$ cat config.mk
export PLATFORM = sky130hd
export DESIGN_NAME = agu_top
export DESIGN_NICKNAME = d
export VERILOG_FILES = /design/src/agu_pkg.sv /design/src/agu_top.sv /design/src/agu_offset_b.sv /design/src/agu_offset_a.sv /design/src/agu_loop_nest.sv
export VERILOG_INCLUDE_DIRS = /design/src /design/src/include
export SDC_FILE = /design/constraint.sdc
export NUM_CORES = 1
export LEC_CHECK = 0
export BUFFER_PORTS_ARGS = -buffer_cell sky130_fd_sc_hd__buf_4
export CAP_MARGIN = 20
export CORE_ASPECT_RATIO = 1.75
export CORE_UTILIZATION = 63
export CTS_CLUSTER_DIAMETER = 30
export DETAILED_ROUTE_END_ITERATION = 8
export PLACE_DENSITY = 0.87
export SLEW_MARGIN = 10
export SYNTH_ARGS = -nofsm -noshare
export SYNTH_HDL_FRONTEND = slang
export SYNTH_SLANG_ARGS = --single-unit
$ cat constraint.sdc
create_clock -name clk -period 8.4 [get_ports clk]
set_input_delay 1.68 -clock clk [delete_from_list [all_inputs] [get_ports clk]]
set_output_delay 1.68 -clock clk [all_outputs]
set_load 0.02 [all_outputs]
$ cat src/include/agu_settings.svh
// ~~~~~~~~~~~~~~~~~~~~~~~~~~~~~~~~~~~~~~~~~~~~~~~~~~~~~~~~~~~~
// AGU settings: address, stride and mode widths plus the
// number of nested loop levels per operand channel
// ~~~~~~~~~~~~~~~~~~~~~~~~~~~~~~~~~~~~~~~~~~~~~~~~~~~~~~~~~~~~

`ifndef AGU_SETTINGS_SVH
`define AGU_SETTINGS_SVH

// addresses, offsets, bases, loop counts and maximums
`define AGU_ADDR_W 13

// inner-loop stride
`define AGU_STRIDE_W 9

// mode code: normal, ASE, SAE, SBE, CBS
`define AGU_MODE_W 3

// nested loop levels per channel
`define AGU_LOOP_DEPTH 4

`endif
$ cat src/agu_pkg.sv
// ~~~~~~~~~~~~~~~~~~~~~~~~~~~~~~~~~~~~~~~~~~~~~~~~~~~~~~~~~~~~
// AGU package: address, count, stride and flag types and the
// MAC sequencing mode
// ~~~~~~~~~~~~~~~~~~~~~~~~~~~~~~~~~~~~~~~~~~~~~~~~~~~~~~~~~~~~

`include "agu_settings.svh"

package agu_pkg;

    // memory address, base or offset
    typedef logic [`AGU_ADDR_W-1:0] addr_t;

    // loop counter value or loop maximum
    typedef logic [`AGU_ADDR_W-1:0] count_t;

    // step added to the inner offset
    typedef logic [`AGU_STRIDE_W-1:0] stride_t;

    // cumulative full flags, bit k set when levels 0..k are at max
    typedef logic [`AGU_LOOP_DEPTH-1:0] full_t;

    // codes 5 to 7 are unused
    typedef enum logic [`AGU_MODE_W-1:0] {
        MODE_NORMAL = 3'd0,
        MODE_ASE    = 3'd1,
        MODE_SAE    = 3'd2,
        MODE_SBE    = 3'd3,
        MODE_CBS    = 3'd4
    } mac_mode_e;

endpackage

$ cat src/agu_top.sv
// ~~~~~~~~~~~~~~~~~~~~~~~~~~~~~~~~~~~~~~~~~~~~~~~~~~~~~~~~~~~~
// AGU top: loop nests and offset sequencers for operand
// channels a and b of the MAC engine
// ~~~~~~~~~~~~~~~~~~~~~~~~~~~~~~~~~~~~~~~~~~~~~~~~~~~~~~~~~~~~

`timescale 1ns/1ps

module agu_top (
    input  logic               clk,
    input  logic               rstn,

    // control
    input  logic               add_a,     // channel a step strobe
    input  logic               add_b,     // channel b step strobe
    input  logic               clr,
    input  agu_pkg::mac_mode_e mode,
    input  logic               mac_en,

    // channel a settings
    input  agu_pkg::addr_t     base_a,
    input  agu_pkg::stride_t   stride_a,
    input  agu_pkg::count_t    a_loop0_max,
    input  agu_pkg::count_t    a_loop1_max,
    input  agu_pkg::count_t    a_loop2_max,
    input  agu_pkg::count_t    a_loop3_max,

    // channel b settings
    input  agu_pkg::addr_t     base_b,
    input  agu_pkg::stride_t   stride_b,
    input  agu_pkg::count_t    b_loop0_max,
    input  agu_pkg::count_t    b_loop1_max,
    input  agu_pkg::count_t    b_loop2_max,
    input  agu_pkg::count_t    b_loop3_max,

    output agu_pkg::full_t     full_a,
    output agu_pkg::full_t     full_b,
    output agu_pkg::addr_t     addr_a,
    output agu_pkg::addr_t     addr_b
);

    import agu_pkg::*;

    full_t loop_full_a;
    full_t loop_full_b;

    assign full_a = loop_full_a;
    assign full_b = loop_full_b;

    agu_loop_nest loop_a_i (
        .clk       (clk),
        .rstn      (rstn),
        .step      (add_a),
        .loop0_max (a_loop0_max),
        .loop1_max (a_loop1_max),
        .loop2_max (a_loop2_max),
        .loop3_max (a_loop3_max),
        .full      (loop_full_a)
    );

    agu_loop_nest loop_b_i (
        .clk       (clk),
        .rstn      (rstn),
        .step      (add_b),
        .loop0_max (b_loop0_max),
        .loop1_max (b_loop1_max),
        .loop2_max (b_loop2_max),
        .loop3_max (b_loop3_max),
        .full      (loop_full_b)
    );

    // add_a drives both the loop nest and the normal-mode step
    agu_offset_a offset_a_i (
        .clk    (clk),
        .rstn   (rstn),
        .clr    (clr),
        .add    (add_a),
        .mac_en (mac_en),
        .mode   (mode),
        .full   (loop_full_a),
        .base   (base_a),
        .stride (stride_a),
        .addr   (addr_a)
    );

    agu_offset_b offset_b_i (
        .clk    (clk),
        .rstn   (rstn),
        .clr    (clr),
        .mac_en (mac_en),
        .mode   (mode),
        .full   (loop_full_b),
        .base   (base_b),
        .stride (stride_b),
        .addr   (addr_b)
    );

endmodule

$ cat src/agu_offset_b.sv
// ~~~~~~~~~~~~~~~~~~~~~~~~~~~~~~~~~~~~~~~~~~~~~~~~~~~~~~~~~~~~
// AGU channel b: offset sequencer driven by the loop full flags
// and mac_en, and the operand address as base plus offsets
// ~~~~~~~~~~~~~~~~~~~~~~~~~~~~~~~~~~~~~~~~~~~~~~~~~~~~~~~~~~~~

`timescale 1ns/1ps

`include "agu_settings.svh"

module agu_offset_b (
    input  logic               clk,
    input  logic               rstn,
    input  logic               clr,       // zero both offsets
    input  logic               mac_en,    // low freezes every mode
    input  agu_pkg::mac_mode_e mode,
    input  agu_pkg::full_t     full,
    input  agu_pkg::addr_t     base,
    input  agu_pkg::stride_t   stride,
    output agu_pkg::addr_t     addr
);

    import agu_pkg::*;

    addr_t inner;
    addr_t outer;
    addr_t stride_ext;

    assign stride_ext = {{(`AGU_ADDR_W - `AGU_STRIDE_W){1'b0}}, stride};

    always_ff @(posedge clk or negedge rstn) begin
        if (!rstn) begin
            inner <= '0;
            outer <= '0;
        end else if (clr) begin
            inner <= '0;
            outer <= '0;
        end else if (mac_en) begin
            case (mode)
                MODE_ASE: begin
                    if (full[3]) begin
                        inner <= '0;
                        outer <= '0;
                    end else if (full[2]) begin
                        inner <= '0;
                        outer <= outer + 1'b1;
                    end else if (full[1]) begin
                        inner <= '0;
                    end else if (full[0]) begin
                        inner <= inner + 1'b1;
                    end
                end
                MODE_SAE,
                MODE_SBE: begin
                    if (full[3] || full[2] || full[1]) begin
                        inner <= '0;
                        outer <= '0;
                    end else if (full[0]) begin
                        inner <= inner + 1'b1;
                    end else begin
                        inner <= inner + stride_ext;
                    end
                end
                MODE_CBS: begin
                    if (full[3]) begin
                        inner <= '0;
                        outer <= '0;
                    end else if (full[2]) begin
                        outer <= outer + 1'b1;
                    end else if (full[1]) begin
                        inner <= '0;                // next row
                        outer <= outer + 1'b1;
                    end else if (full[0]) begin
                        inner <= inner + 1'b1;
                    end
                end
                default: begin
                    // normal and unused codes
                    inner <= '0;
                    outer <= '0;
                end
            endcase
        end
    end

    assign addr = base + inner + outer;

endmodule

$ cat src/agu_offset_a.sv
// ~~~~~~~~~~~~~~~~~~~~~~~~~~~~~~~~~~~~~~~~~~~~~~~~~~~~~~~~~~~~
// AGU channel a: inner/outer offset sequencer per MAC mode and
// the operand address as base plus both offsets
// ~~~~~~~~~~~~~~~~~~~~~~~~~~~~~~~~~~~~~~~~~~~~~~~~~~~~~~~~~~~~

`timescale 1ns/1ps

`include "agu_settings.svh"

module agu_offset_a (
    input  logic               clk,
    input  logic               rstn,
    input  logic               clr,       // zero both offsets
    input  logic               add,       // normal mode step
    input  logic               mac_en,
    input  agu_pkg::mac_mode_e mode,
    input  agu_pkg::full_t     full,
    input  agu_pkg::addr_t     base,
    input  agu_pkg::stride_t   stride,
    output agu_pkg::addr_t     addr
);

    import agu_pkg::*;

    addr_t inner;
    addr_t outer;
    addr_t stride_ext;

    assign stride_ext = {{(`AGU_ADDR_W - `AGU_STRIDE_W){1'b0}}, stride};

    always_ff @(posedge clk or negedge rstn) begin
        if (!rstn) begin
            inner <= '0;
            outer <= '0;
        end else if (clr) begin
            inner <= '0;
            outer <= '0;
        end else begin
            case (mode)
                MODE_NORMAL: begin
                    if (add)
                        inner <= inner + 1'b1;      // mac_en not used here
                end
                MODE_ASE: begin
                    if (mac_en) begin
                        if (full[3] || full[2]) begin
                            inner <= '0;
                            outer <= '0;
                        end else if (full[1]) begin
                            inner <= '0;
                        end else begin
                            inner <= inner + stride_ext;
                        end
                    end
                end
                MODE_SAE: begin
                    if (mac_en) begin
                        if (full[3]) begin
                            inner <= '0;
                            outer <= '0;
                        end else if (full[2]) begin
                            inner <= '0;
                            outer <= outer + 1'b1;
                        end else if (full[1] || full[0]) begin
                            inner <= '0;
                        end else begin
                            inner <= inner + stride_ext;
                        end
                    end
                end
                MODE_SBE: begin
                    if (mac_en) begin
                        if (full[3]) begin
                            inner <= '0;
                            outer <= '0;
                        end else if (full[2]) begin
                            outer <= outer + 1'b1;  // inner held
                        end else if (full[1] || full[0]) begin
                            inner <= '0;
                        end else begin
                            inner <= inner + stride_ext;
                        end
                    end
                end
                default: begin
                    // CBS and unused codes park channel a at its base
                    inner <= '0;
                    outer <= '0;
                end
            endcase
        end
    end

    assign addr = base + inner + outer;

endmodule

$ cat src/agu_loop_nest.sv
// ~~~~~~~~~~~~~~~~~~~~~~~~~~~~~~~~~~~~~~~~~~~~~~~~~~~~~~~~~~~~
// AGU loop nest: four counters stepping as an odometer with a
// wrap per level, plus the cumulative loop full flags
// ~~~~~~~~~~~~~~~~~~~~~~~~~~~~~~~~~~~~~~~~~~~~~~~~~~~~~~~~~~~~

`timescale 1ns/1ps

`include "agu_settings.svh"

module agu_loop_nest (
    input  logic            clk,
    input  logic            rstn,
    input  logic            step,       // advance level 0
    input  agu_pkg::count_t loop0_max,
    input  agu_pkg::count_t loop1_max,
    input  agu_pkg::count_t loop2_max,
    input  agu_pkg::count_t loop3_max,
    output agu_pkg::full_t  full
);

    import agu_pkg::*;

    count_t                     cnt   [`AGU_LOOP_DEPTH];
    count_t                     max_v [`AGU_LOOP_DEPTH];
    logic [`AGU_LOOP_DEPTH-1:0] at_max;
    logic [`AGU_LOOP_DEPTH-1:0] adv;

    assign max_v[0] = loop0_max;
    assign max_v[1] = loop1_max;
    assign max_v[2] = loop2_max;
    assign max_v[3] = loop3_max;

    genvar lvl;

    generate
        for (lvl = 0; lvl < `AGU_LOOP_DEPTH; lvl++) begin : g_level

            assign at_max[lvl] = (cnt[lvl] == max_v[lvl]);

            if (lvl == 0) begin : g_first
                assign full[lvl] = at_max[lvl];
                assign adv[lvl]  = step;
            end else begin : g_next
                // level k only carries in when all lower levels sit at max
                assign full[lvl] = full[lvl-1] & at_max[lvl];
                assign adv[lvl]  = step & full[lvl-1];
            end

            always_ff @(posedge clk or negedge rstn) begin
                if (!rstn) begin
                    cnt[lvl] <= '0;
                end else if (adv[lvl]) begin
                    if (at_max[lvl])
                        cnt[lvl] <= '0;             // wrap
                    else
                        cnt[lvl] <= cnt[lvl] + 1'b1;
                end
            end

        end
    endgenerate

endmodule

-- Word-level counts from Yosys, hierarchy flattened
Cells that the tools add are included.
- input port bits: 157
- flip-flop bits (word level): 156
- output and inout bits: 34
- logic and storage cells: 126
- bitwise logic cells: 12
- equal/unequal tests: 25
- reductions and logical operators: 11
- $add $sub $neg: 18
- mux-type cells: 48
- operators with widths (kind ; number):
    2-to-1 mux 13 bit ; 44
    adder 13 x 1 -> 13 bit, second input constant ; 12
    case mux 13 bit (3 select lines) ; 3
    == test 13 bit ; 8
    adder 13 bit ; 4
    case mux 13 bit (4 select lines) ; 1
    adder 13 x 9 -> 13 bit ; 2
    AND 1 bit ; 12
    != test 3 bit, second input constant ; 4
    != test 4 x 3 -> 1 bit, second input constant ; 3
    AND reduction 5 bit ; 2
    == test 3 x 2 -> 1 bit, second input constant ; 2
    != test 3 x 1 -> 1 bit, second input constant ; 2
    != test 5 x 4 -> 1 bit, second input constant ; 1
    logical OR 1 bit ; 4
    != test 4 x 1 -> 1 bit, second input constant ; 1
    AND reduction 4 bit ; 1
    == test 3 x 1 -> 1 bit, second input constant ; 1
    == test 3 bit, second input constant ; 1
    logical NOT 3 bit ; 1
    != test 3 x 2 -> 1 bit, second input constant ; 1
    != test 2 bit, second input constant ; 1
    AND reduction 2 bit ; 1
    nonzero test 2 bit ; 1
    OR reduction 2 bit ; 1

-- Logic depth before layout (Yosys ltp)
- word-level depth: 10
- mapped depth: 13
- gate-level depth less buffers: 13

-- Cells and area by module
A second synthesis with hierarchy kept.
- cells, all modules: 1493
- area total of the unflattened synthesis: 12791.0 sq um
- modules (own cells, without submodules) (module ; times used ; sequential area each (sq um) ; area each (sq um) ; cells each):
    agu_loop_nest ; 2 ; 1301.2 ; 3380.7 ; 387
    agu_offset_b ; 1 ; 650.6 ; 3205.6 ; 384
    agu_offset_a ; 1 ; 650.6 ; 2824.0 ; 335

-- Worst setup path after synthesis
No wires, ideal clock.
- path type: input port to output port
- start: input port base_b[2]
- end: output port addr_b[12]
- path slack: 2.634 ns
- required time: 6.720 ns
- stages on the path: 9
- buffers on the path: 0
- arrival time: 4.086 ns
- cells stage by stage: fa_1 -> ha_1 -> a21o_1 -> a21oi_1 -> nor2b_1 -> o41ai_1 -> o21ai_0 -> o41a_1 -> xnor2_1
- word-level cells in the longest chain between the ends: 2
- RTL lines (item ; RTL line ; source):
    start: declaration ; agu_top.sv:28 ; input agu_pkg::addr_t base_b,
    adder 13 bit (2 in series) ; agu_offset_b.sv:85 ; assign addr = base + inner + outer;
    end: declaration ; agu_top.sv:38 ; output agu_pkg::addr_t addr_b
No other way between the ends.

-- Worst setup path after layout
Ends and elaborated chain as after synthesis.

==> flow_metrics.tcl <==
set metrics [dict create \
    port-buffer-count 190 \
    dieArea_um2 19540 \
    rows 66 \
    numCtsBuffers 17 \
    grt_pass1_wl_um 51610 \
    cts_root_buf "clkbuf_16" \
    clkTransAtPathRegs_ps 60 \
    post-place-ws_ps 2297 \
    dp_cells 1776 \
    avgSynthCellArea_um2 8.591 \
    worstPathMaxFanout 2 \
    vias 11275 \
    cp-end-kind "primary output" \
    netlist.top_cell.by_area "dfrtp_1" \
    slew_headroom_pct 30.22 \
    hpwl_um 23610 \
    fin_skew_ps 14.21 \
    grt_usage_pct 32.84 \
    synth-edff-count 0 \
    drive_gt1_share_pct 15.61 \
    die_h_um 184.2 \
    drtPass1Iterations 5 \
    fin_cells 1808 \
    areaGrowthSynthToFinish_pct 17.91 \
    seq_area_frac_synth_pct 32.67 \
    synthDistinctLibCells 72 \
    synth-seq-cells 156 \
    finalSetupViolCount 0 \
    grt_pass1_vias 11352 \
    yosysWarnings 0 \
    synthCells 1391 \
    setup_slack_ps 2231 \
    start_util_pct 64.32 \
    netlist_top_cells_count "dfrtp_1, nor2_1, o21ai_0, xor2_1, nand2_1" \
    async_reset_ff_share_pct 100.0 \
    synth_flop_cell "dfrtp_1" \
    setup_tns_ps 0 \
    period_minus_slack_ps 6169 \
    first_iter_violations 598 \
    drt_wl_total_um 31230 \
    cts_sinks 156 \
    grt_max_degree 87 \
    rsz0062_at_grt "false" \
    arrival_ps 4490 \
    fp.dieW_um 106.1 \
    grt_overflow_total 0 \
    hold_violations 0 \
    slew_viol_final 0 \
    synthTopCellsByArea "dfrtp_1, xor2_1, xnor2_1, ha_1, o21ai_0" \
    htreeDepth 4 \
    clock_path_buffers 2 \
    nNetsFinal 1796 \
    hold_buffers 0 \
    total_leakage_power_nw 6.322 \
    vdd_drop_max_uv 129.5 \
    viasPerCell 6.236 \
    drc 0 \
    p_per_area_nw_per_um2 135.4 \
    cts_resized 0 \
    antenna_cells 0 \
    drt-wirelength-per-cell_um 17.27 \
    worstHoldPathType "flop to flop" \
    post-route-period-util_pct 73.44 \
    status "complete, no violations" \
    cp-start-kind "input pin" \
    synth.top_cell.area_share_pct 32.67 \
    cap_violations 0 \
    syn_nets 1628 \
    place.gp.congestion 0.9281 \
    criticalPathCategory "input pin to primary output" \
    grt_antenna_before_repair 0 \
    yosysMostFrequentCell "dfrtp_1" \
    syn-cell-area_um2 11950 \
    core-area_um2 18580 \
    fmax_mhz 162.1 \
    crit_required_ps 6720 \
    pin_count 191 \
    postCtsSetupRepairBufs 0 \
    cts_tree "built" \
    clk_latency_ps 430 \
    postRouteAntennaNets 0 \
    worst_slew_pin_slew_ps 1042 \
    r2r_slack_ps 5150 \
]
## routing by layer
layer / GRT usage, % / wire, um
met5: 0 / 0
met4: 18.11 / 1343
met3: 4.632 / 1589
met2: 58.88 / 16400
met1: 37.10 / 11900
## path summary, 6_finish.rpt
check / start / endpoint / cells past startpoint
max reg2reg: loop_a_i.cnt[40] / loop_a_i.cnt[3] / 8
min: loop_a_i.cnt[12] / loop_a_i.cnt[12] / 1
min reg2reg: loop_a_i.cnt[12] / loop_a_i.cnt[12] / 1
max in group asynchronous: rstn / loop_a_i.cnt[20] / 2
min in group asynchronous: rstn / loop_b_i.cnt[48] / 1
max: base_b[2] / addr_b[12] / 11
## sequential cells by signal (all words and copies together) (netlist names)
name              cells
offset_a_i.inner     13
loop_b_i.cnt         52
offset_a_i.outer     13
offset_b_i.outer     13
offset_b_i.inner     13
loop_a_i.cnt         52
## report_power, final
| group | switching [mW] | internal, mW |
|---|---|---|
| sequential | 0.0501 | 0.780 |
| clock | 0.314 | 0.381 |
| combinational | 0.199 | 0.184 |
## through the flow
stage                     hold WS, ps  area [um2]  power, mW  utilization (%)
after floorplan                 464.5       11950      1.061                -
after global placement          494.1       13560      1.209            73.00
after detailed placement        489.1       13560      1.222            73.00
after CTS                       501.0       14080      1.910            75.78
after global routing            523.1       14090      1.987            75.84
final                           504.3       14090      1.908            75.84
## critical path: stages
cell and delay, ps:
buf_4 120, fa_1 500, ha_1 310, a21o_1 210, a21oi_1 220, nor2b_1 110, o41ai_1 410, o21ai_0 230
o41a_1 360, xnor2_1 180, buf_4 170
## placed cells by master (no fill, tap or decap), types with 12 or more instances in the layout
cell type	instances
a211oi_1	12
a21o_1	12
a21oi_1	62
a31oi_1	16
and3_1	43
buf_4	199
clkbuf_16	17
dfrtp_1	156
fa_1	28
ha_1	52
inv_1	54
nand2_1	94
nand2b_1	22
nand3_1	83
nand4_1	35
nor2_1	119
nor3_1	43
nor4_1	17
o21ai_0	118
o22ai_1	16
o31ai_1	14
or3_1	17
xnor2_1	92
xor2_1	98
## kinds of logic after synthesis
logic type	Yosys count	share of synthesized area (%)
adder cells (fa/ha/maj)	80	10.14
XOR/XNOR	190	13.93
flip-flops	156	32.67
buffers and inverters	109	3.455
AO/OA/AOI/OAI	333	17.61
AND/OR/NAND/NOR	518	21.79
multiplexers	5	0.4188
## layout make-up
class                   instances  area, um2
inverters                      56      211.5
clock buffers                  20      446.7
multi-input cells            1126       7646
fillers                      1400       4489
repair buffers                202       1515
well taps                     238      297.8
flip-flops and latches        156       3904
clock inverters                10      70.07
(Power assumes the default switching activity.)
